**config.mk**
```make
export PLATFORM = sky130hd
export DESIGN_NAME = robot_top
export DESIGN_NICKNAME = d
export VERILOG_FILES = /design/src/source/robot_pkg.sv /design/src/source/robot_top.sv /design/src/source/uart_tx.sv /design/src/source/uart_arbiter.sv /design/src/source/telemetry_reporter.sv /design/src/source/command_translator.sv /design/src/source/drive_logic.sv /design/src/source/moving_average.sv /design/src/source/ultrasonic_ranger.sv
export SDC_FILE = /design/constraint.sdc
export NUM_CORES = 1
export LEC_CHECK = 0
export BUFFER_PORTS_ARGS = -buffer_cell sky130_fd_sc_hd__buf_2
export CAP_MARGIN = 20
export CORE_MARGIN = 2
export CORE_UTILIZATION = 45
export CTS_CLUSTER_DIAMETER = 30
export DETAILED_ROUTE_END_ITERATION = 7
export PLACE_DENSITY_LB_ADDON = 0.2
export RECOVER_POWER = 100
export REMOVE_ABC_BUFFERS = 1
export SLEW_MARGIN = 10
export SYNTH_ARGS = -nofsm -noshare
export SYNTH_HDL_FRONTEND = slang
export SYNTH_SLANG_ARGS = --single-unit
```
**constraint.sdc**
```tcl
create_clock -name clk_50 -period 14.2 [get_ports clk_50]
set_input_delay 2.84 -clock clk_50 [delete_from_list [all_inputs] [get_ports clk_50]]
set_output_delay 2.84 -clock clk_50 [all_outputs]
set_load 0.1 [all_outputs]
```
**src/source/robot_pkg.sv**
```systemverilog
package robot_pkg;

	// data widths
	localparam int distance_width = 8;	// ranger sample, cm units
	localparam int direction_width = 5;	// steering input, 0 is far left
	localparam int cmd_width = 2;	// motion command code

	// motion command codes
	localparam logic [cmd_width-1:0] cmd_stop = 2'd0;
	localparam logic [cmd_width-1:0] cmd_forward = 2'd1;
	localparam logic [cmd_width-1:0] cmd_left = 2'd2;
	localparam logic [cmd_width-1:0] cmd_right = 2'd3;

	// letters sent to the base station
	localparam logic [7:0] ascii_stop = 8'h53;	// S
	localparam logic [7:0] ascii_forward = 8'h46;	// F
	localparam logic [7:0] ascii_left = 8'h4C;	// L
	localparam logic [7:0] ascii_right = 8'h52;	// R

	// telemetry framing
	localparam logic [7:0] ascii_d = 8'h44;	// D, distance report header
	localparam logic [7:0] ascii_newline = 8'h0A;	// ends a report
	localparam logic [7:0] ascii_zero = 8'h30;	// digit base

endpackage
```
**src/source/robot_top.sv**
```systemverilog
`timescale 1ns/100ps

module robot_top #(
	parameter int measure_period = 3_000_000,	// 60 ms between shots
	parameter int trigger_cycles = 500,	// 10 us trigger
	parameter int cycles_per_unit = 2900,	// 58 us per cm
	parameter int echo_timeout = 750_000,
	parameter int stop_distance = 20,
	parameter int direction_center = 12,
	parameter int direction_margin = 3,
	parameter int clocks_per_bit = 434	// 115200 baud
) (
	input logic clk_50,
	input logic reset,
	input logic echo,
	output logic trigger,
	input logic [robot_pkg::direction_width-1:0] direction,
	input logic direction_valid,
	output logic serial_out,
	output logic [robot_pkg::distance_width-1:0] distance_led
);
	import robot_pkg::*;

	logic [distance_width-1:0] raw_distance;
	logic raw_distance_valid;
	logic [distance_width-1:0] avg_distance;
	logic avg_distance_valid;
	logic [direction_width-1:0] avg_direction;
	logic avg_direction_valid;
	logic [cmd_width-1:0] command;
	logic command_valid;

	// producer side of the shared link
	logic cmd_request;
	logic [7:0] cmd_byte;
	logic cmd_last;
	logic cmd_taken;
	logic tel_request;
	logic [7:0] tel_byte;
	logic tel_last;
	logic tel_taken;

	// transmitter side
	logic tx_start;
	logic [7:0] tx_data;
	logic tx_busy;

	assign distance_led = avg_distance;

	ultrasonic_ranger #(
		.measure_period(measure_period),
		.trigger_cycles(trigger_cycles),
		.cycles_per_unit(cycles_per_unit),
		.echo_timeout(echo_timeout)
	) i_ranger (
		.clk_50(clk_50),
		.reset(reset),
		.echo(echo),
		.trigger(trigger),
		.distance(raw_distance),
		.distance_valid(raw_distance_valid)
	);

	moving_average #(.width(distance_width)) i_distance_avg (
		.clk_50(clk_50),
		.reset(reset),
		.sample(raw_distance),
		.sample_valid(raw_distance_valid),
		.average(avg_distance),
		.average_valid(avg_distance_valid)
	);

	moving_average #(.width(direction_width)) i_direction_avg (
		.clk_50(clk_50),
		.reset(reset),
		.sample(direction),
		.sample_valid(direction_valid),
		.average(avg_direction),
		.average_valid(avg_direction_valid)
	);

	drive_logic #(
		.stop_distance(stop_distance),
		.direction_center(direction_center),
		.direction_margin(direction_margin)
	) i_drive (
		.clk_50(clk_50),
		.reset(reset),
		.avg_distance(avg_distance),
		.avg_distance_valid(avg_distance_valid),
		.avg_direction(avg_direction),
		.avg_direction_valid(avg_direction_valid),
		.command(command),
		.command_valid(command_valid)
	);

	command_translator i_translator (
		.clk_50(clk_50),
		.reset(reset),
		.command(command),
		.command_valid(command_valid),
		.request(cmd_request),
		.tx_byte(cmd_byte),
		.last(cmd_last),
		.taken(cmd_taken)
	);

	telemetry_reporter i_reporter (
		.clk_50(clk_50),
		.reset(reset),
		.avg_distance(avg_distance),
		.avg_distance_valid(avg_distance_valid),
		.request(tel_request),
		.tx_byte(tel_byte),
		.last(tel_last),
		.taken(tel_taken)
	);

	uart_arbiter i_arbiter (
		.clk_50(clk_50),
		.reset(reset),
		.cmd_request(cmd_request),
		.cmd_byte(cmd_byte),
		.cmd_last(cmd_last),
		.cmd_taken(cmd_taken),
		.tel_request(tel_request),
		.tel_byte(tel_byte),
		.tel_last(tel_last),
		.tel_taken(tel_taken),
		.tx_busy(tx_busy),
		.tx_start(tx_start),
		.tx_data(tx_data)
	);

	uart_tx #(.clocks_per_bit(clocks_per_bit)) i_uart_tx (
		.clk_50(clk_50),
		.reset(reset),
		.start(tx_start),
		.data(tx_data),
		.busy(tx_busy),
		.serial_out(serial_out)	// link to base station
	);

endmodule

```
**src/source/uart_tx.sv**
```systemverilog
`timescale 1ns/100ps

module uart_tx #(
	parameter int clocks_per_bit = 434
) (
	input logic clk_50,
	input logic reset,
	input logic start,
	input logic [7:0] data,
	output logic busy,
	output logic serial_out
);

	localparam int baud_width = $clog2(clocks_per_bit + 1);

	logic [baud_width-1:0] baud_cnt;	// cycles into the current bit
	logic [3:0] bit_idx;	// 0 start, 1..8 data, 9 stop
	logic [9:0] frame;	// shifts out LSB first

	assign serial_out = busy ? frame[0] : 1'b1;	// idle line high

	always_ff @(posedge clk_50 or posedge reset) begin
		if (reset) begin
			busy <= 1'b0;
			baud_cnt <= '0;
			bit_idx <= '0;
		end else if (!busy) begin
			baud_cnt <= '0;
			bit_idx <= '0;
			if (start) begin
				busy <= 1'b1;	// start bit from next cycle
			end
		end else if (baud_cnt == baud_width'(clocks_per_bit - 1)) begin
			baud_cnt <= '0;
			if (bit_idx == 4'd9) begin
				busy <= 1'b0;	// stop bit done
			end else begin
				bit_idx <= bit_idx + 1'b1;
			end
		end else begin
			baud_cnt <= baud_cnt + 1'b1;
		end
	end

	always_ff @(posedge clk_50) begin
		if (!busy && start) begin
			frame <= {1'b1, data, 1'b0};	// stop, data, start
		end else if (busy && baud_cnt == baud_width'(clocks_per_bit - 1)) begin
			frame <= {1'b1, frame[9:1]};
		end
	end

endmodule

```
**src/source/uart_arbiter.sv**
```systemverilog
`timescale 1ns/100ps

module uart_arbiter (
	input logic clk_50,
	input logic reset,
	input logic cmd_request,
	input logic [7:0] cmd_byte,
	input logic cmd_last,
	output logic cmd_taken,
	input logic tel_request,
	input logic [7:0] tel_byte,
	input logic tel_last,
	output logic tel_taken,
	input logic tx_busy,
	output logic tx_start,
	output logic [7:0] tx_data
);

	logic locked;	// inside a message
	logic owner_tel;	// producer holding the lock
	logic pick_tel;
	logic pick_last;

	// command producer first, unless telemetry owns the link
	assign pick_tel = locked ? owner_tel : (!cmd_request && tel_request);
	assign pick_last = pick_tel ? tel_last : cmd_last;

	assign cmd_taken = !tx_busy && !pick_tel && cmd_request;
	assign tel_taken = !tx_busy && pick_tel && tel_request;
	assign tx_start = cmd_taken || tel_taken;	// same cycle as taken
	assign tx_data = pick_tel ? tel_byte : cmd_byte;

	always_ff @(posedge clk_50 or posedge reset) begin
		if (reset) begin
			locked <= 1'b0;
			owner_tel <= 1'b0;
		end else if (tx_start) begin
			locked <= !pick_last;	// released on the last byte
			owner_tel <= pick_tel;
		end
	end

endmodule

```
**src/source/telemetry_reporter.sv**
```systemverilog
`timescale 1ns/100ps

module telemetry_reporter (
	input logic clk_50,
	input logic reset,
	input logic [robot_pkg::distance_width-1:0] avg_distance,
	input logic avg_distance_valid,
	output logic request,
	output logic [7:0] tx_byte,
	output logic last,
	input logic taken
);
	import robot_pkg::*;

	typedef enum logic [1:0] {st_idle, st_hundreds, st_tens, st_send} state_t;

	state_t state;
	logic [distance_width-1:0] remainder;	// ends up as the ones digit
	logic [1:0] hundreds;	// at most 2 for an 8 bit value
	logic [3:0] tens;
	logic [2:0] index;	// byte position in the report

	assign request = (state == st_send);
	assign last = (index == 3'd4);	// newline closes the message

	always_comb begin
		case (index)
			3'd0: tx_byte = ascii_d;
			3'd1: tx_byte = ascii_zero + 8'(hundreds);
			3'd2: tx_byte = ascii_zero + 8'(tens);
			3'd3: tx_byte = ascii_zero + 8'(remainder);
			default: tx_byte = ascii_newline;
		endcase
	end

	always_ff @(posedge clk_50 or posedge reset) begin
		if (reset) begin
			state <= st_idle;
			index <= '0;
		end else begin
			case (state)
				st_idle: begin
					index <= '0;
					if (avg_distance_valid) begin
						state <= st_hundreds;	// samples are dropped while busy
					end
				end
				st_hundreds: begin
					if (remainder < 8'd100) begin
						state <= st_tens;
					end
				end
				st_tens: begin
					if (remainder < 8'd10) begin
						state <= st_send;	// digits ready
					end
				end
				st_send: begin
					if (taken) begin
						if (last) begin
							state <= st_idle;
						end else begin
							index <= index + 1'b1;
						end
					end
				end
				default: state <= st_idle;
			endcase
		end
	end

	// digit split by repeated subtraction
	always_ff @(posedge clk_50) begin
		if (state == st_idle && avg_distance_valid) begin
			remainder <= avg_distance;
			hundreds <= '0;
			tens <= '0;
		end else if (state == st_hundreds && remainder >= 8'd100) begin
			remainder <= remainder - 8'd100;
			hundreds <= hundreds + 1'b1;
		end else if (state == st_tens && remainder >= 8'd10) begin
			remainder <= remainder - 8'd10;
			tens <= tens + 1'b1;
		end
	end

endmodule

```
**src/source/command_translator.sv**
```systemverilog
`timescale 1ns/100ps

module command_translator (
	input logic clk_50,
	input logic reset,
	input logic [robot_pkg::cmd_width-1:0] command,
	input logic command_valid,
	output logic request,
	output logic [7:0] tx_byte,
	output logic last,
	input logic taken
);
	import robot_pkg::*;

	logic [7:0] letter;

	always_comb begin
		case (command)
			cmd_forward: letter = ascii_forward;
			cmd_left: letter = ascii_left;
			cmd_right: letter = ascii_right;
			default: letter = ascii_stop;
		endcase
	end

	assign last = 1'b1;	// every command is one byte

	always_ff @(posedge clk_50 or posedge reset) begin
		if (reset) begin
			request <= 1'b0;
		end else if (command_valid) begin
			request <= 1'b1;	// newer command replaces a pending one
		end else if (taken) begin
			request <= 1'b0;
		end
	end

	always_ff @(posedge clk_50) begin
		if (command_valid) begin
			tx_byte <= letter;
		end
	end

endmodule

```
**src/source/drive_logic.sv**
```systemverilog
`timescale 1ns/100ps

module drive_logic #(
	parameter int stop_distance = 20,
	parameter int direction_center = 12,
	parameter int direction_margin = 3
) (
	input logic clk_50,
	input logic reset,
	input logic [robot_pkg::distance_width-1:0] avg_distance,
	input logic avg_distance_valid,
	input logic [robot_pkg::direction_width-1:0] avg_direction,
	input logic avg_direction_valid,
	output logic [robot_pkg::cmd_width-1:0] command,
	output logic command_valid
);
	import robot_pkg::*;

	logic [direction_width-1:0] direction_q;	// latest averaged direction
	logic [cmd_width-1:0] decision;

	always_comb begin
		if (int'(avg_distance) < stop_distance) begin
			decision = cmd_stop;	// obstacle close
		end else if (int'(direction_q) < direction_center - direction_margin) begin
			decision = cmd_left;
		end else if (int'(direction_q) > direction_center + direction_margin) begin
			decision = cmd_right;
		end else begin
			decision = cmd_forward;	// inside dead band
		end
	end

	always_ff @(posedge clk_50 or posedge reset) begin
		if (reset) begin
			direction_q <= '0;
			command <= cmd_stop;
			command_valid <= 1'b0;
		end else begin
			if (avg_direction_valid) begin
				direction_q <= avg_direction;
			end
			command_valid <= avg_distance_valid;	// one decision per distance update
			if (avg_distance_valid) begin
				command <= decision;
			end
		end
	end

endmodule

```
**src/source/moving_average.sv**
```systemverilog
`timescale 1ns/100ps

module moving_average #(
	parameter int width = 8
) (
	input logic clk_50,
	input logic reset,
	input logic [width-1:0] sample,
	input logic sample_valid,
	output logic [width-1:0] average,
	output logic average_valid
);

	logic [width-1:0] history [0:3];	// newest at index 0
	logic [width+1:0] sum;	// running sum of the four entries
	logic [width+1:0] next_sum;

	assign next_sum = sum + (width+2)'(sample) - (width+2)'(history[3]);

	always_ff @(posedge clk_50 or posedge reset) begin
		if (reset) begin
			for (int i = 0; i < 4; i++) begin
				history[i] <= '0;	// average starts from zero
			end
			sum <= '0;
			average <= '0;
			average_valid <= 1'b0;
		end else begin
			average_valid <= sample_valid;
			if (sample_valid) begin
				history[0] <= sample;
				for (int i = 1; i < 4; i++) begin
					history[i] <= history[i-1];	// oldest drops out
				end
				sum <= next_sum;
				average <= next_sum[width+1:2];	// divide by four
			end
		end
	end

endmodule

```
**src/source/ultrasonic_ranger.sv**
```systemverilog
`timescale 1ns/100ps

module ultrasonic_ranger #(
	parameter int measure_period = 3_000_000,
	parameter int trigger_cycles = 500,
	parameter int cycles_per_unit = 2900,
	parameter int echo_timeout = 750_000
) (
	input logic clk_50,
	input logic reset,
	input logic echo,
	output logic trigger,
	output logic [robot_pkg::distance_width-1:0] distance,
	output logic distance_valid
);
	import robot_pkg::*;

	localparam int period_width = $clog2(measure_period);
	localparam int longest_phase = (trigger_cycles > echo_timeout) ? trigger_cycles : echo_timeout;
	localparam int timer_width = $clog2(longest_phase + 2);
	localparam int pre_width = $clog2(cycles_per_unit + 1);

	typedef enum logic [1:0] {st_idle, st_trigger, st_wait_echo, st_timing} state_t;

	state_t state;
	logic [period_width-1:0] period_cnt;	// free running measure period
	logic period_wrap;
	logic [timer_width-1:0] phase_cnt;	// trigger length, then echo wait
	logic [timer_width-1:0] echo_cnt;	// echo high cycles, for timeout
	logic [pre_width-1:0] pre_cnt;	// cycles within one distance unit
	logic [distance_width-1:0] units;	// saturating unit count
	logic count_en;

	assign period_wrap = (period_cnt == period_width'(measure_period - 1));
	assign trigger = (state == st_trigger);	// high for trigger_cycles
	assign count_en = echo && (state == st_wait_echo || state == st_timing);

	always_ff @(posedge clk_50 or posedge reset) begin
		if (reset) begin
			period_cnt <= '0;
		end else if (period_wrap) begin
			period_cnt <= '0;
		end else begin
			period_cnt <= period_cnt + 1'b1;
		end
	end

	// echo width prescaler, one unit per cycles_per_unit cycles
	always_ff @(posedge clk_50 or posedge reset) begin
		if (reset) begin
			pre_cnt <= '0;
			units <= '0;
		end else if (state == st_trigger) begin
			pre_cnt <= '0;	// fresh count for each shot
			units <= '0;
		end else if (count_en) begin
			if (pre_cnt == pre_width'(cycles_per_unit - 1)) begin
				pre_cnt <= '0;
				if (units != '1) begin
					units <= units + 1'b1;	// stops at 255
				end
			end else begin
				pre_cnt <= pre_cnt + 1'b1;
			end
		end
	end

	always_ff @(posedge clk_50 or posedge reset) begin
		if (reset) begin
			state <= st_idle;
			phase_cnt <= '0;
			echo_cnt <= '0;
			distance <= '0;
			distance_valid <= 1'b0;
		end else begin
			distance_valid <= 1'b0;	// one cycle pulse
			case (state)
				st_idle: begin
					phase_cnt <= '0;
					if (period_wrap) begin
						state <= st_trigger;
					end
				end
				st_trigger: begin
					if (phase_cnt == timer_width'(trigger_cycles - 1)) begin
						phase_cnt <= '0;
						state <= st_wait_echo;
					end else begin
						phase_cnt <= phase_cnt + 1'b1;
					end
				end
				st_wait_echo: begin
					if (echo) begin
						echo_cnt <= timer_width'(1);	// this cycle already counts
						state <= st_timing;
					end else if (phase_cnt == timer_width'(echo_timeout - 1)) begin
						distance <= '1;	// no echo, report max range
						distance_valid <= 1'b1;
						state <= st_idle;
					end else begin
						phase_cnt <= phase_cnt + 1'b1;
					end
				end
				st_timing: begin
					if (!echo) begin
						distance <= units;	// echo fell
						distance_valid <= 1'b1;
						state <= st_idle;
					end else if (echo_cnt == timer_width'(echo_timeout)) begin
						distance <= '1;	// echo too long
						distance_valid <= 1'b1;
						state <= st_idle;
					end else begin
						echo_cnt <= echo_cnt + 1'b1;
					end
				end
				default: state <= st_idle;
			endcase
		end
	end

endmodule

```
# [Word level (Yosys, flattened, before mapping)]
# Cells that the tools add are included.
[totals] reg_bits=238 in_bits=9 output_inout_bits=10 wordCells=210
[classes] add_sub_neg=19 n_lt_le_gt_ge=7 eq_ne=39 n_mux=67 bitwise=1 n_reduce_logical=38
[op_table] operator="$mux W20" n=6
[op_table] operator="$mux W8" n=12
[op_table] operator="$pmux W20 S3" n=1
[op_table] operator="$add A20 B1 Y20 const B" n=2
[op_table] operator="$eq A20 B20 Y1 const B" n=2
[op_table] operator="$pmux W20 S2" n=1
[op_table] operator="$mux W12" n=3
[op_table] operator="$mux W9" n=4
[op_table] operator="$pmux W8 S4" n=1
[op_table] operator="$mux W2" n=14
[op_table] operator="$ne A2 B2 Y1 const B" n=12
[op_table] operator="$add A22 B1 Y22 const B" n=1
[op_table] operator="$eq A22 B22 Y1 const B" n=1
[op_table] operator="$mux W22" n=1
[op_table] operator="$eq A20 B9 Y1 const B" n=1
[op_table] operator="$pmux W2 S4" n=2
[op_table] operator="$pmux W8 S2" n=1
[op_table] operator="$pmux W5 S3" n=1
[op_table] operator="$reduce_bool A2 Y1" n=7
[op_table] operator="$mux W1" n=13
[op_table] operator="$add A12 B1 Y12 const B" n=1
[op_table] operator="$eq A12 B12 Y1 const B" n=1
[op_table] operator="$eq A2 B2 Y1 const B" n=6
[op_table] operator="$mux W4" n=3
[op_table] operator="other kinds (44)" n=74

# [Depth between registers and ports, before layout]
# Gate-level depths: netlist of run 1.
[logic_depth] ltp_word=9 depth_mapped=12 mapped_depth_nobuf=12

# [Cells and area by module]
# A second synthesis of run 1 with hierarchy kept.
[hier_totals] hier_cells=1199 area_unflattened_um2=12349.3
[modules_own_cells] mod="ultrasonic_ranger" instances=1 cells_per_inst=501 area_per_inst_um2=4819.6 seq_area_each_um2=2327.2
[modules_own_cells] mod="moving_average (i_distance_avg)" instances=1 cells_per_inst=202 area_per_inst_um2=2316.0 seq_area_each_um2=1076.0
[modules_own_cells] mod="telemetry_reporter" instances=1 cells_per_inst=189 area_per_inst_um2=1604.0 seq_area_each_um2=485.5
[modules_own_cells] mod="moving_average (i_direction_avg)" instances=1 cells_per_inst=124 area_per_inst_um2=1478.9 seq_area_each_um2=700.7
[modules_own_cells] mod="uart_tx" instances=1 cells_per_inst=106 area_per_inst_um2=1246.2 seq_area_each_um2=610.6
[modules_own_cells] mod="drive_logic" instances=1 cells_per_inst=25 area_per_inst_um2=334.1 seq_area_each_um2=200.2
[modules_own_cells] mod="command_translator" instances=1 cells_per_inst=22 area_per_inst_um2=280.3 seq_area_each_um2=175.2
[modules_own_cells] mod="uart_arbiter" instances=1 cells_per_inst=30 area_per_inst_um2=270.3 seq_area_each_um2=50.0

# [Worst setup path after synthesis of run 1]
# No wires, ideal clock.
[synth_path] path_kind="input-to-reg" startpoint="input direction[2] in the netlist's numbering" endpoint="register i_direction_avg.sum[6]" setup_ps=143 arrival_ps=4897 required_ps=14057 path_slack_ps=9160 stages=10 n_path_buf=0 cell_sequence="inv_1 -> fa_1 -> inv_1 -> ha_1 -> nor2b_1 -> o21ai_0 -> a21oi_1 -> or2_2 -> o311ai_0 -> xor2_1"
[synth_between] elab_chain_len=2
[synth_lines] item="start, declared" line_no="robot_top.sv:17" text="input logic [robot_pkg::direction_width-1:0] direction,"
[synth_lines] item="$add A7 B5 Y7" line_no="moving_average.sv:18" text="assign next_sum = sum + (width+2)'(sample) - (width+2)'(history[3]);"
[synth_lines] item="$sub A7 B5 Y7" line_no="moving_average.sv:18"
[synth_lines] item="end signal, assigned" line_no="moving_average.sv:35" text="sum <= next_sum;"
[synth_lines] item="end, declared" line_no="moving_average.sv:15" text="logic [width+1:0] sum;"
# Every way passes these cells.
# A chain may end at the register's enable or synchronous reset.

==> reports/summary.txt, run 1 <==
Status - complete, but fails checks
Failing checks - capacitance limit, slew limit
Pwr Density - 234 nW/um2
Vias - 8297
Minimum clock period - 6.75 ns
DR WL met3 - 985 um
DR DRC count - 0
First-pass GRT wire length - 39700 um
Hold-fix buffers, CTS - 0
CP max stage cell - clkinvlp_2
Highest Signal Layer - met4
Routed len/inst - 14.3 um
Max VDD drop - 209 uV
Sequential share of the synthesized area - 47.4%
Worst hold path type - reg2reg
I/O pin total - 19
F_max - 0.148 GHz
Max Cap Violations - 3
# diodes - 0
Die ar. - 27700 um2
Core ar. - 26000 um2
Crit end category - asynchronous set/reset pin
Combinational share of power - 32.7%
FP Rows - 59
Async SR Flop Fraction - 87.4%
CTS clk-pin slew, worst paths - 0.04 ns
Placed Cells - 1472
DR iter-0 viols - 507
Layout cells sized above 1 - 14.1%
GRT Total Usage - 16.8%
Syn_area_per_cell - 10.2 um2
Final setup viols - 0
Pin count of the biggest net entering global routing - 117
Final setup TNS - 0 ns
Max-slew violation count - 205
Number of buffers added for setup after CTS - 0
Worst skew pair latency - 0.54 ns
Post-DP HPWL - 14900 um
Clk root buf - clkbuf_16
Worst path cell trace - buf_2, clkinvlp_2, clkbuf_1, buf_16
Clk buf depth - 3
Top Family by Delay on Critical Path - buffers and inverters
Slew margin rel. - -245%
Met2 Wirelength - 10100 um
CTS tree - yes
CP Data Required Time - 14.89 ns
Sw Pwr - 1.15 mW
Startpoint types - primary input
Antenna violations before repair - 0
Seq cells post-synth - 222
Area Growth Syn to Fin - 18.3%
Worst Clk Skew - 0.0216 ns
CTS H-tree lvls - 2
Tcrit/Tclk final - 47.5%
Pleak - 6.11 nW
DRT antenna net count - 0
Port Buf Inserts - 18
RSZ-0062 raised after global routing - no
Cell count after synthesis - 1159
Die width - 166 um
CTS Sinks - 222
Clk pwr share - 38.6%
Vias in the first global route - 8341
Netlist Area Pre-Place - 11900 um2
Post-cts sizing count - 0
Worst Max-Slew Pin Slew - 5.15 ns
Yosys cell types - 79
Sw Ratio - 34.9%
Largest stage delay, worst path - 2.85 ns
Placer congestion estimate - 0.819
Max FO, Critical Path - 116
Synth Flop Type - dfrtp_1
Final non-filler cell total - 1575
Crit path DAT - 7.44 ns
Synth Warn # - 0
Post-synth EDFFs - 21
Nets - 1274
Worst R2R Setup Slack - 10.76 ns
WP buf/inv - 4
Critical path class - in2async
Vias/cell - 5.27
Hold Vio Cnt, Final - 0
Starting density of the core - 45.6%
DRT met1 WL - 11100 um
Drt first pass iters - 5
GR Overflow Total - 0
Total wire length - 22600 um
Int Pwr - 2.13 mW
Num CTS Buffers - 56
Die height - 166 um
Seq pwr share - 28.7%
## routing by layer
layer / up-vias / global-route usage, %
met4: 0 / 5.85
met3: 43 / 3.50
li1: 4117 / -
met2: 146 / 26.1
met1: 3991 / 23.7
met5: - / 0
## power by group through the flow
stage                     Combinational [mW]  Clock [mW]  Sequential (mW)
after global placement                  1.07           0            0.945
after CTS                               1.10        1.29            0.942
final                                   1.07        1.26            0.941
after global routing                    1.22        1.33            0.966
after detailed placement                1.10           0            0.950
after floorplan                        0.808           0            0.990
## layout by cell type (no fill, tap or decap), drive strengths merged, types with 6 or more instances in the layout
cell type and count:
clkinv 11, nor2 108, o211ai 6, a21o 8, mux2 61, nand2 93
and3 14, fa 13, nor4 8, and2 14, xnor2 33, o31ai 12
a31oi 6, clkbuf 94, nand4 20, mux2i 14, a21oi 43, nor3 24
dfrtp 194, or3 11, inv 97, bufinv 7, nand3 45, nor2b 12
edfxtp 21, nor4b 7, dfxtp 7, xor2 40, o22ai 6, ha 56
o21ai 73
## sequential cells by signal (all words and copies together), names as in the netlist, 3 cells and up
| signal | flops |
|---|---|
| i_reporter.index | 3 |
| i_ranger.distance | 8 |
| i_ranger.pre_cnt | 12 |
| i_ranger.period_cnt | 22 |
| i_translator.tx_byte | 5 |
| i_ranger.units | 8 |
| i_ranger.phase_cnt | 20 |
| i_distance_avg.history | 32 |
| i_reporter.tens | 4 |
| i_direction_avg.sum | 7 |
| i_drive.direction_q | 5 |
| i_uart_tx.frame | 9 |
| i_direction_avg.history | 20 |
| i_distance_avg.sum | 10 |
| i_uart_tx.baud_cnt | 9 |
| i_reporter.remainder | 8 |
| i_uart_tx.bit_idx | 4 |
| i_ranger.echo_cnt | 20 |
## Yosys cell counts (all sizes together) (3+ instances only)
master / n / area (um2)
and4b: 3 / 30.0
a21oi: 43 / 238
nor4: 8 / 65.1
xnor2: 33 / 289
buf: 17 / 116
o31ai: 12 / 104
mux2: 61 / 691
edfxtp: 21 / 631
xor2: 40 / 350
or3: 11 / 68.8
or4: 4 / 33.8
clkbuf: 25 / 95.1
and2: 14 / 90.1
a211oi: 5 / 50.1
nand3b: 3 / 22.5
ha: 56 / 701
nor4b: 7 / 61.3
nor2: 108 / 413
o22ai: 6 / 37.5
nand3: 45 / 235
nand4: 20 / 138
mux2i: 14 / 140
o2111ai: 4 / 35.0
o211ai: 6 / 45.0
dfrtp: 194 / 4850
nor3: 24 / 120
nor2b: 12 / 75.1
or2: 4 / 25.0
inv: 96 / 360
o21ai: 73 / 365
nor3b: 3 / 22.5
o21a: 4 / 30.0
a21o: 8 / 60.1
a31oi: 6 / 37.5
a21boi: 3 / 22.5
and4: 4 / 35.0
and3: 14 / 91.3
nand2: 93 / 349
a22o: 4 / 35.0
fa: 13 / 260
dfxtp: 7 / 140
nand2b: 5 / 31.3
## metrics by stage
| step | hold slack, ns | total power, mW | cell area [um2] | util (%) | setup slack (ns) |
|---|---|---|---|---|---|
| final | 0.448 | 3.28 | 14000 | 54.0 | 7.45 |
| after global routing | 0.491 | 3.52 | 14000 | 54.0 | 6.36 |
| after CTS | 0.461 | 3.33 | 14100 | 54.3 | 9.20 |
| after detailed placement | 0.451 | 2.05 | 12200 | 46.9 | 8.91 |
| after global placement | 0.420 | 2.01 | 12200 | 46.9 | 8.96 |
| after floorplan | 0.418 | 1.80 | 11600 | - | 6.08 |
## cells by family (layout without fill, tap and decap cells)
| group | Yosys count | in the layout | share of synthesized area (%) |
|---|---|---|---|
| simple gates | 388 | 388 | 16.6 |
| buf+inv | 138 | 219 | 4.82 |
| compound gates | 194 | 194 | 10.7 |
| xor+xnor | 73 | 73 | 5.39 |
| flops | 222 | 222 | 47.4 |
| mux | 75 | 75 | 7.00 |
| fa+ha+maj | 69 | 69 | 8.10 |
## worst reg2reg max path, delay by kind of cell, from the launching register on
| family | cells | cell delay [ns] |
|---|---|---|
| AOI/OAI and AO/OA | 3 | 1.31 |
| adders and majority gates | 1 | 0.52 |
| buffers and inverters | 1 | 0.49 |
| DFF | 1 | 0.47 |
| and+or+nand+nor | 1 | 0.51 |
## worst paths after layout
kind,start,to,depth (start not counted)
worst max-delay path,reset,i_ranger.echo_cnt[9],4
min in group asynchronous,reset,i_uart_tx.baud_cnt[7],2
worst min register to register,i_uart_tx.frame[1],i_uart_tx.frame[0],2
worst min-delay path,i_uart_tx.frame[1],i_uart_tx.frame[0],2
worst max register to register,i_ranger.state[1],i_ranger.echo_cnt[5],6
max in group clk_50,i_ranger.state[1],trigger,3
## final cells by class
| type | count | area (um2) |
|---|---|---|
| multi-input cells | 799 | 5600 |
| inverters | 96 | 362 |
| clock buffers | 78 | 1610 |
| well taps | 335 | 419 |
| flip-flops and latches | 222 | 5630 |
| fillers | 2316 | 11900 |
| repair buffers | 21 | 108 |
| clock inverters | 24 | 315 |
(Power assumes the default switching activity.)
==> inputs of run 2 (changes only) <==
Clock period 14.2 ns to 6.8 ns, I/O delays scaled along.
==> run 2 against run 1 <==
Net effect:
- the flow still finishes with violations (capacitance limit, slew limit)
- hold slack gained 0.0032 ns
- first-iteration DRC count grew 4.7%
- clock power grew 110%
- die area is the same
==> reports/summary.txt, run 2 (synthesized netlist as in run 1, its figures left out) <==
Pleak - 6.06 nW
Number of buffers added for setup after CTS - 0
Hold Vio Cnt, Final - 0
Clk root buf - clkbuf_16
Die ar. - 27700 um2
Hold Crit Depth - 2
Placed cell area - 12200 um2
# diodes - 0
Vias in the first global route - 8443
Worst Clk Skew - 0.0203 ns
Finished Cell Area - 13900 um2
FP Rows - 59
Die height - 166 um
Max FO, Critical Path - 130
Final setup TNS - 0 ns
Commonest non-fill, non-tap cell in the layout - dfrtp_1
Worst r2r dst - i_ranger.echo_cnt[14]
Worst R2R Setup Slack - 3.43 ns
Startpoint types - primary input
Antenna violations before repair - 0
CTS clk-pin slew, worst paths - 0.05 ns
Total wire length - 22500 um
Routed len/inst - 14.3 um
Vias/cell - 5.26
Pwr Density - 486 nW/um2
Placer congestion estimate - 0.816
Num CTS Buffers - 54
Hold-fix buffers, CTS - 0
F_max - 0.232 GHz
Failing checks - capacitance limit, slew limit
Post-cts sizing count - 0
Place WS - 2.99 ns
Clk buf depth - 3
Crit end category - asynchronous set/reset pin
Worst Reg-to-Reg Cells - 6
Fin Hold WS - 0.451 ns
Minimum clock period - 4.32 ns
First-pass GRT wire length - 39800 um
Max-slew violation count - 285
Crit path DAT - 4.69 ns
RSZ-0062 raised after global routing - no
Post-DP HPWL - 14900 um
Slew margin rel. - -83.1%
GR Overflow Total - 0
Largest regs - i_distance_avg.history x32, i_ranger.period_cnt x22
Worst hold path type - reg2reg
DRT antenna net count - 0
RR Startpoint - i_ranger.state[1]
Hold path start - i_uart_tx.frame[1]
Die width - 166 um
Most frequent cells in the layout - dfrtp_1, nor2_1, inv_1
CP Data Required Time - 7.17 ns
I/O pin total - 19
Max Cap Violations - 4
DR DRC count - 0
CTS H-tree lvls - 2
Starting density of the core - 45.6%
Vias - 8272
CTS Sinks - 222
Nets - 1271
Max VDD drop - 482 uV
Port Buf Inserts - 18
DR iter-0 viols - 531
CTS tree - yes
Area Growth Syn to Fin - 17.5%
Layout cells sized above 1 - 14.0%
GRT Total Usage - 16.9%
Status - complete, but fails checks
Pin count of the biggest net entering global routing - 131
Core ar. - 26000 um2
Drt first pass iters - 5
Critical path class - in2async
Final WS setup - 2.48 ns
Worst Max-Slew Pin Slew - 2.74 ns
Final setup viols - 0
Hold EP - i_uart_tx.frame[0]
Worst skew pair latency - 0.56 ns
Tcrit/Tclk final - 63.5%
Reg with most FFs - i_distance_avg.history
Largest register FFs - 32
[run 2: cell types whose count changed in the layout (fill, tap and decap cells not counted), moves of 2 or more]
cell	delta
clkinv_2	-2
clkinv_4	+3
clkbuf_16	-3
clkbuf_1	-4
buf_2	+2
[run 2: worst max path at each step]
stage	startpoint	endpoint	slack [ns]	depth (start not counted)
finish	reset	i_distance_avg.average_valid	2.48	3
global route	reset	i_distance_avg.sum[1]	1.61	3
CTS	i_ranger.state[1]	trigger	3.27	3
detailed placement	direction[2]	i_direction_avg.sum[6]	2.99	11
global placement	direction[2]	i_direction_avg.sum[6]	3.03	11
floorplan	reset	i_arbiter.locked	0.16	1
[run 2: through the flow]
step	util, %	cells	total power, mW
after global placement	46.9	1472	4.20
after floorplan	-	1117	3.75
after detailed placement	46.9	1472	4.27
final	53.6	1572	6.78
after global routing	53.6	1572	7.29
after CTS	54.1	1572	6.91
[run 2: layer usage]
| layer | wire length (um) | track usage (%) | vias to the layer above |
|---|---|---|---|
| li1 | - | - | 4113 |
| met1 | 11200 | 23.7 | 4001 |
| met2 | 9940 | 26.3 | 112 |
| met3 | 885 | 4.12 | 46 |
| met4 | 436 | 4.95 | 0 |
| met5 | 0 | 0 | - |
[run 2: final cells by class]
cell class | count | area [um2]
clock buffers | 75 | 1540
clock inverters | 25 | 345
fillers | 2330 | 12000
inverters | 96 | 364
multi-input cells | 799 | 5560
flip-flops and latches | 222 | 5630
well taps | 335 | 419
repair buffers | 20 | 83.8
[run 2: critical path, stage by stage]
cell and delay (ns):
clkbuf_1 0.10, clkinvlp_4 1.72, clkbuf_2 1.38
[run 2: where the power goes]
group	switching, mW	total [mW]	internal (mW)
Combinational	1.33	2.22	0.886
Sequential	0.283	1.96	1.68
Clock	0.792	2.59	1.80
==> inputs of run 3 (changes only) <==
Clock period 6.8 ns to 4.05 ns, I/O delays scaled along.
==> run 3 against run 2 <==
Net effect:
- largest cell class unchanged
- highest routed layer unchanged
- register-to-register slack worse by 2.6 ns
- combinational power up 68%
- sequential cell count unchanged
- sequential power up 68%
- non-clock buffer count up 3
- largest power group unchanged
- via count up 0.33%
- wire length down 0.82%
- the run still ends with capacitance limit, slew limit left
- clock-buffer cell count down 11
- total power up 66%
- cell count unchanged
- clock skew about the same
==> reports/summary.txt, run 3 (synthesized netlist as in run 1, its figures left out) <==
Status - complete, but fails checks
Failing checks - capacitance limit, slew limit
Placer congestion estimate - 0.827
Filler cells - 2384
Drt first pass iters - 5
Area Growth Syn to Fin - 17.3%
Antenna violations before repair - 0
Nets - 1273
Number of buffers added for setup after CTS - 0
Worst Clk Skew - 0.0199 ns
Most frequent cells in the layout - dfrtp_1, nor2_1, inv_1
Worst Max-Slew Pin Slew - 2.74 ns
Largest register FFs - 32
CTS tree - yes
CTS H-tree lvls - 2
Largest regs - i_distance_avg.history x32, i_ranger.period_cnt x22
Vias in the first global route - 8340
CTS Sinks - 222
CTS clk-pin slew, worst paths - 0.05 ns
Final setup viols - 0
Starting density of the core - 45.6%
FP Rows - 59
Minimum clock period - 3.36 ns
Sw Pwr - 4.08 mW
Die width - 166 um
Max Cap Violations - 3
I/O pin total - 19
Max VDD drop - 885 uV
Top Family by Delay on Critical Path - buffers and inverters
Vias - 8299
Startpoint types - register
# diodes - 0
Post-cts sizing count - 0
Worst Setup SP - i_ranger.state[1]
Crit. path cell count - 3
Seq pwr share - 29.3%
RR Startpoint - i_ranger.state[1]
Clk pwr share - 37.5%
Largest stage delay, worst path - 0.93 ns
Place WS - 0.784 ns
Hold Vio Cnt, Final - 0
Port Buf Inserts - 18
First-pass GRT wire length - 39400 um
GRT Total Usage - 16.7%
Tcrit/Tclk final - 82.9%
Worst R2R Setup Slack - 0.81 ns
Worst skew pair latency - 0.55 ns
Worst Reg-to-Reg Cells - 6
Worst hold path type - reg2reg
Core ar. - 26000 um2
Reg with most FFs - i_distance_avg.history
DR iter-0 viols - 466
Pwr Density - 809 nW/um2
Clk root buf - clkbuf_16
DR DRC count - 0
RSZ-0062 raised after global routing - no
Layout cells sized above 1 - 14.2%
WP buf/inv - 2
Num CTS Buffers - 53
Total wire length - 22300 um
Pwr Total - 11.3 mW
DRT antenna net count - 0
GR Overflow Total - 0
Slew margin rel. - -82.6%
F_max - 0.298 GHz
Worst r2r dst - i_ranger.distance[0]
Max FO, Critical Path - 11
Int Pwr - 7.17 mW
Clk buf depth - 3
Final WS setup - 0.691 ns
Pleak - 6.05 nW
Post-DP HPWL - 14700 um
Hold-fix buffers, CTS - 0
Worst path cell trace - inv_1, ha_1, clkbuf_1
Crit path DAT - 2.55 ns
CP Data Required Time - 3.24 ns
Critical path class - reg2out
Fin Hold WS - 0.442 ns
Combinational share of power - 33.2%
Die ar. - 27700 um2
Commonest non-fill, non-tap cell in the layout - dfrtp_1
Routed len/inst - 14.2 um
Worst setup path endpoint - trigger
Sw Ratio - 36.3%
Pin count of the biggest net entering global routing - 128
Max-slew violation count - 215
Die height - 166 um
Crit end category - output pin
CP max stage cell - clkbuf_1
Vias/cell - 5.28
==> run 3: worst register-to-register path, stage by stage, from the launching register on <==
cell      delay (ns)
dfrtp_1         0.45
ha_1            0.41
inv_1           0.23
clkbuf_1        0.67
a211oi_4        0.07
a21oi_1         0.95
mux2_4          0.36
==> run 3: power groups by stage <==
stage | combinational [mW] | clock, mW | sequential (mW)
final | 3.74 | 4.22 | 3.29
after global routing | 4.29 | 4.44 | 3.38
after CTS | 3.87 | 4.32 | 3.30
after detailed placement | 3.84 | 0 | 3.33
after global placement | 3.77 | 0 | 3.31
after floorplan | 2.83 | 0 | 3.47
==> run 3: cell type report <==
type / count / area (um2) / share of cell area (%)
clock buffer: 64 / 1430 / 10.3
clock inverter: 33 / 394 / 2.83
inverter: 96 / 364 / 2.62
multi-input combinational: 799 / 5570 / 40.0
sequential: 222 / 5630 / 40.4
tap: 335 / 419 / 3.01
timing repair buffer: 23 / 111 / 0.800
==> run 3: through the flow <==
step / utilization, % / cells / setup TNS (ns) / cell area (um2)
after floorplan: - / 1117 / -396.52 / 11600
after global placement: 47.0 / 1475 / 0 / 12200
after detailed placement: 47.0 / 1475 / 0 / 12200
after CTS: 54.0 / 1572 / 0 / 14000
after global routing: 53.5 / 1572 / 0 / 13900
final: 53.5 / 1572 / 0 / 13900
==> run 3: how the worst min path moves through the flow <==
stage,from,to,slack (ns),depth (start not counted)
after floorplan,i_uart_tx.frame[1],i_uart_tx.frame[0],0.42,2
after global placement,i_uart_tx.frame[1],i_uart_tx.frame[0],0.42,2
after detailed placement,i_uart_tx.frame[1],i_uart_tx.frame[0],0.44,2
after CTS,i_uart_tx.frame[1],i_uart_tx.frame[0],0.44,2
after global routing,i_direction_avg.sum[6],i_direction_avg.sum[6],0.49,1
final,i_uart_tx.frame[1],i_uart_tx.frame[0],0.44,2
==> run 3: metal layers <==
layer | global-route usage, % | part of all wire, %
met2 | 25.5 | 44
met5 | 0 | 0
met3 | 4.17 | 4.9
met4 | 5.13 | 2.0
met1 | 23.6 | 49
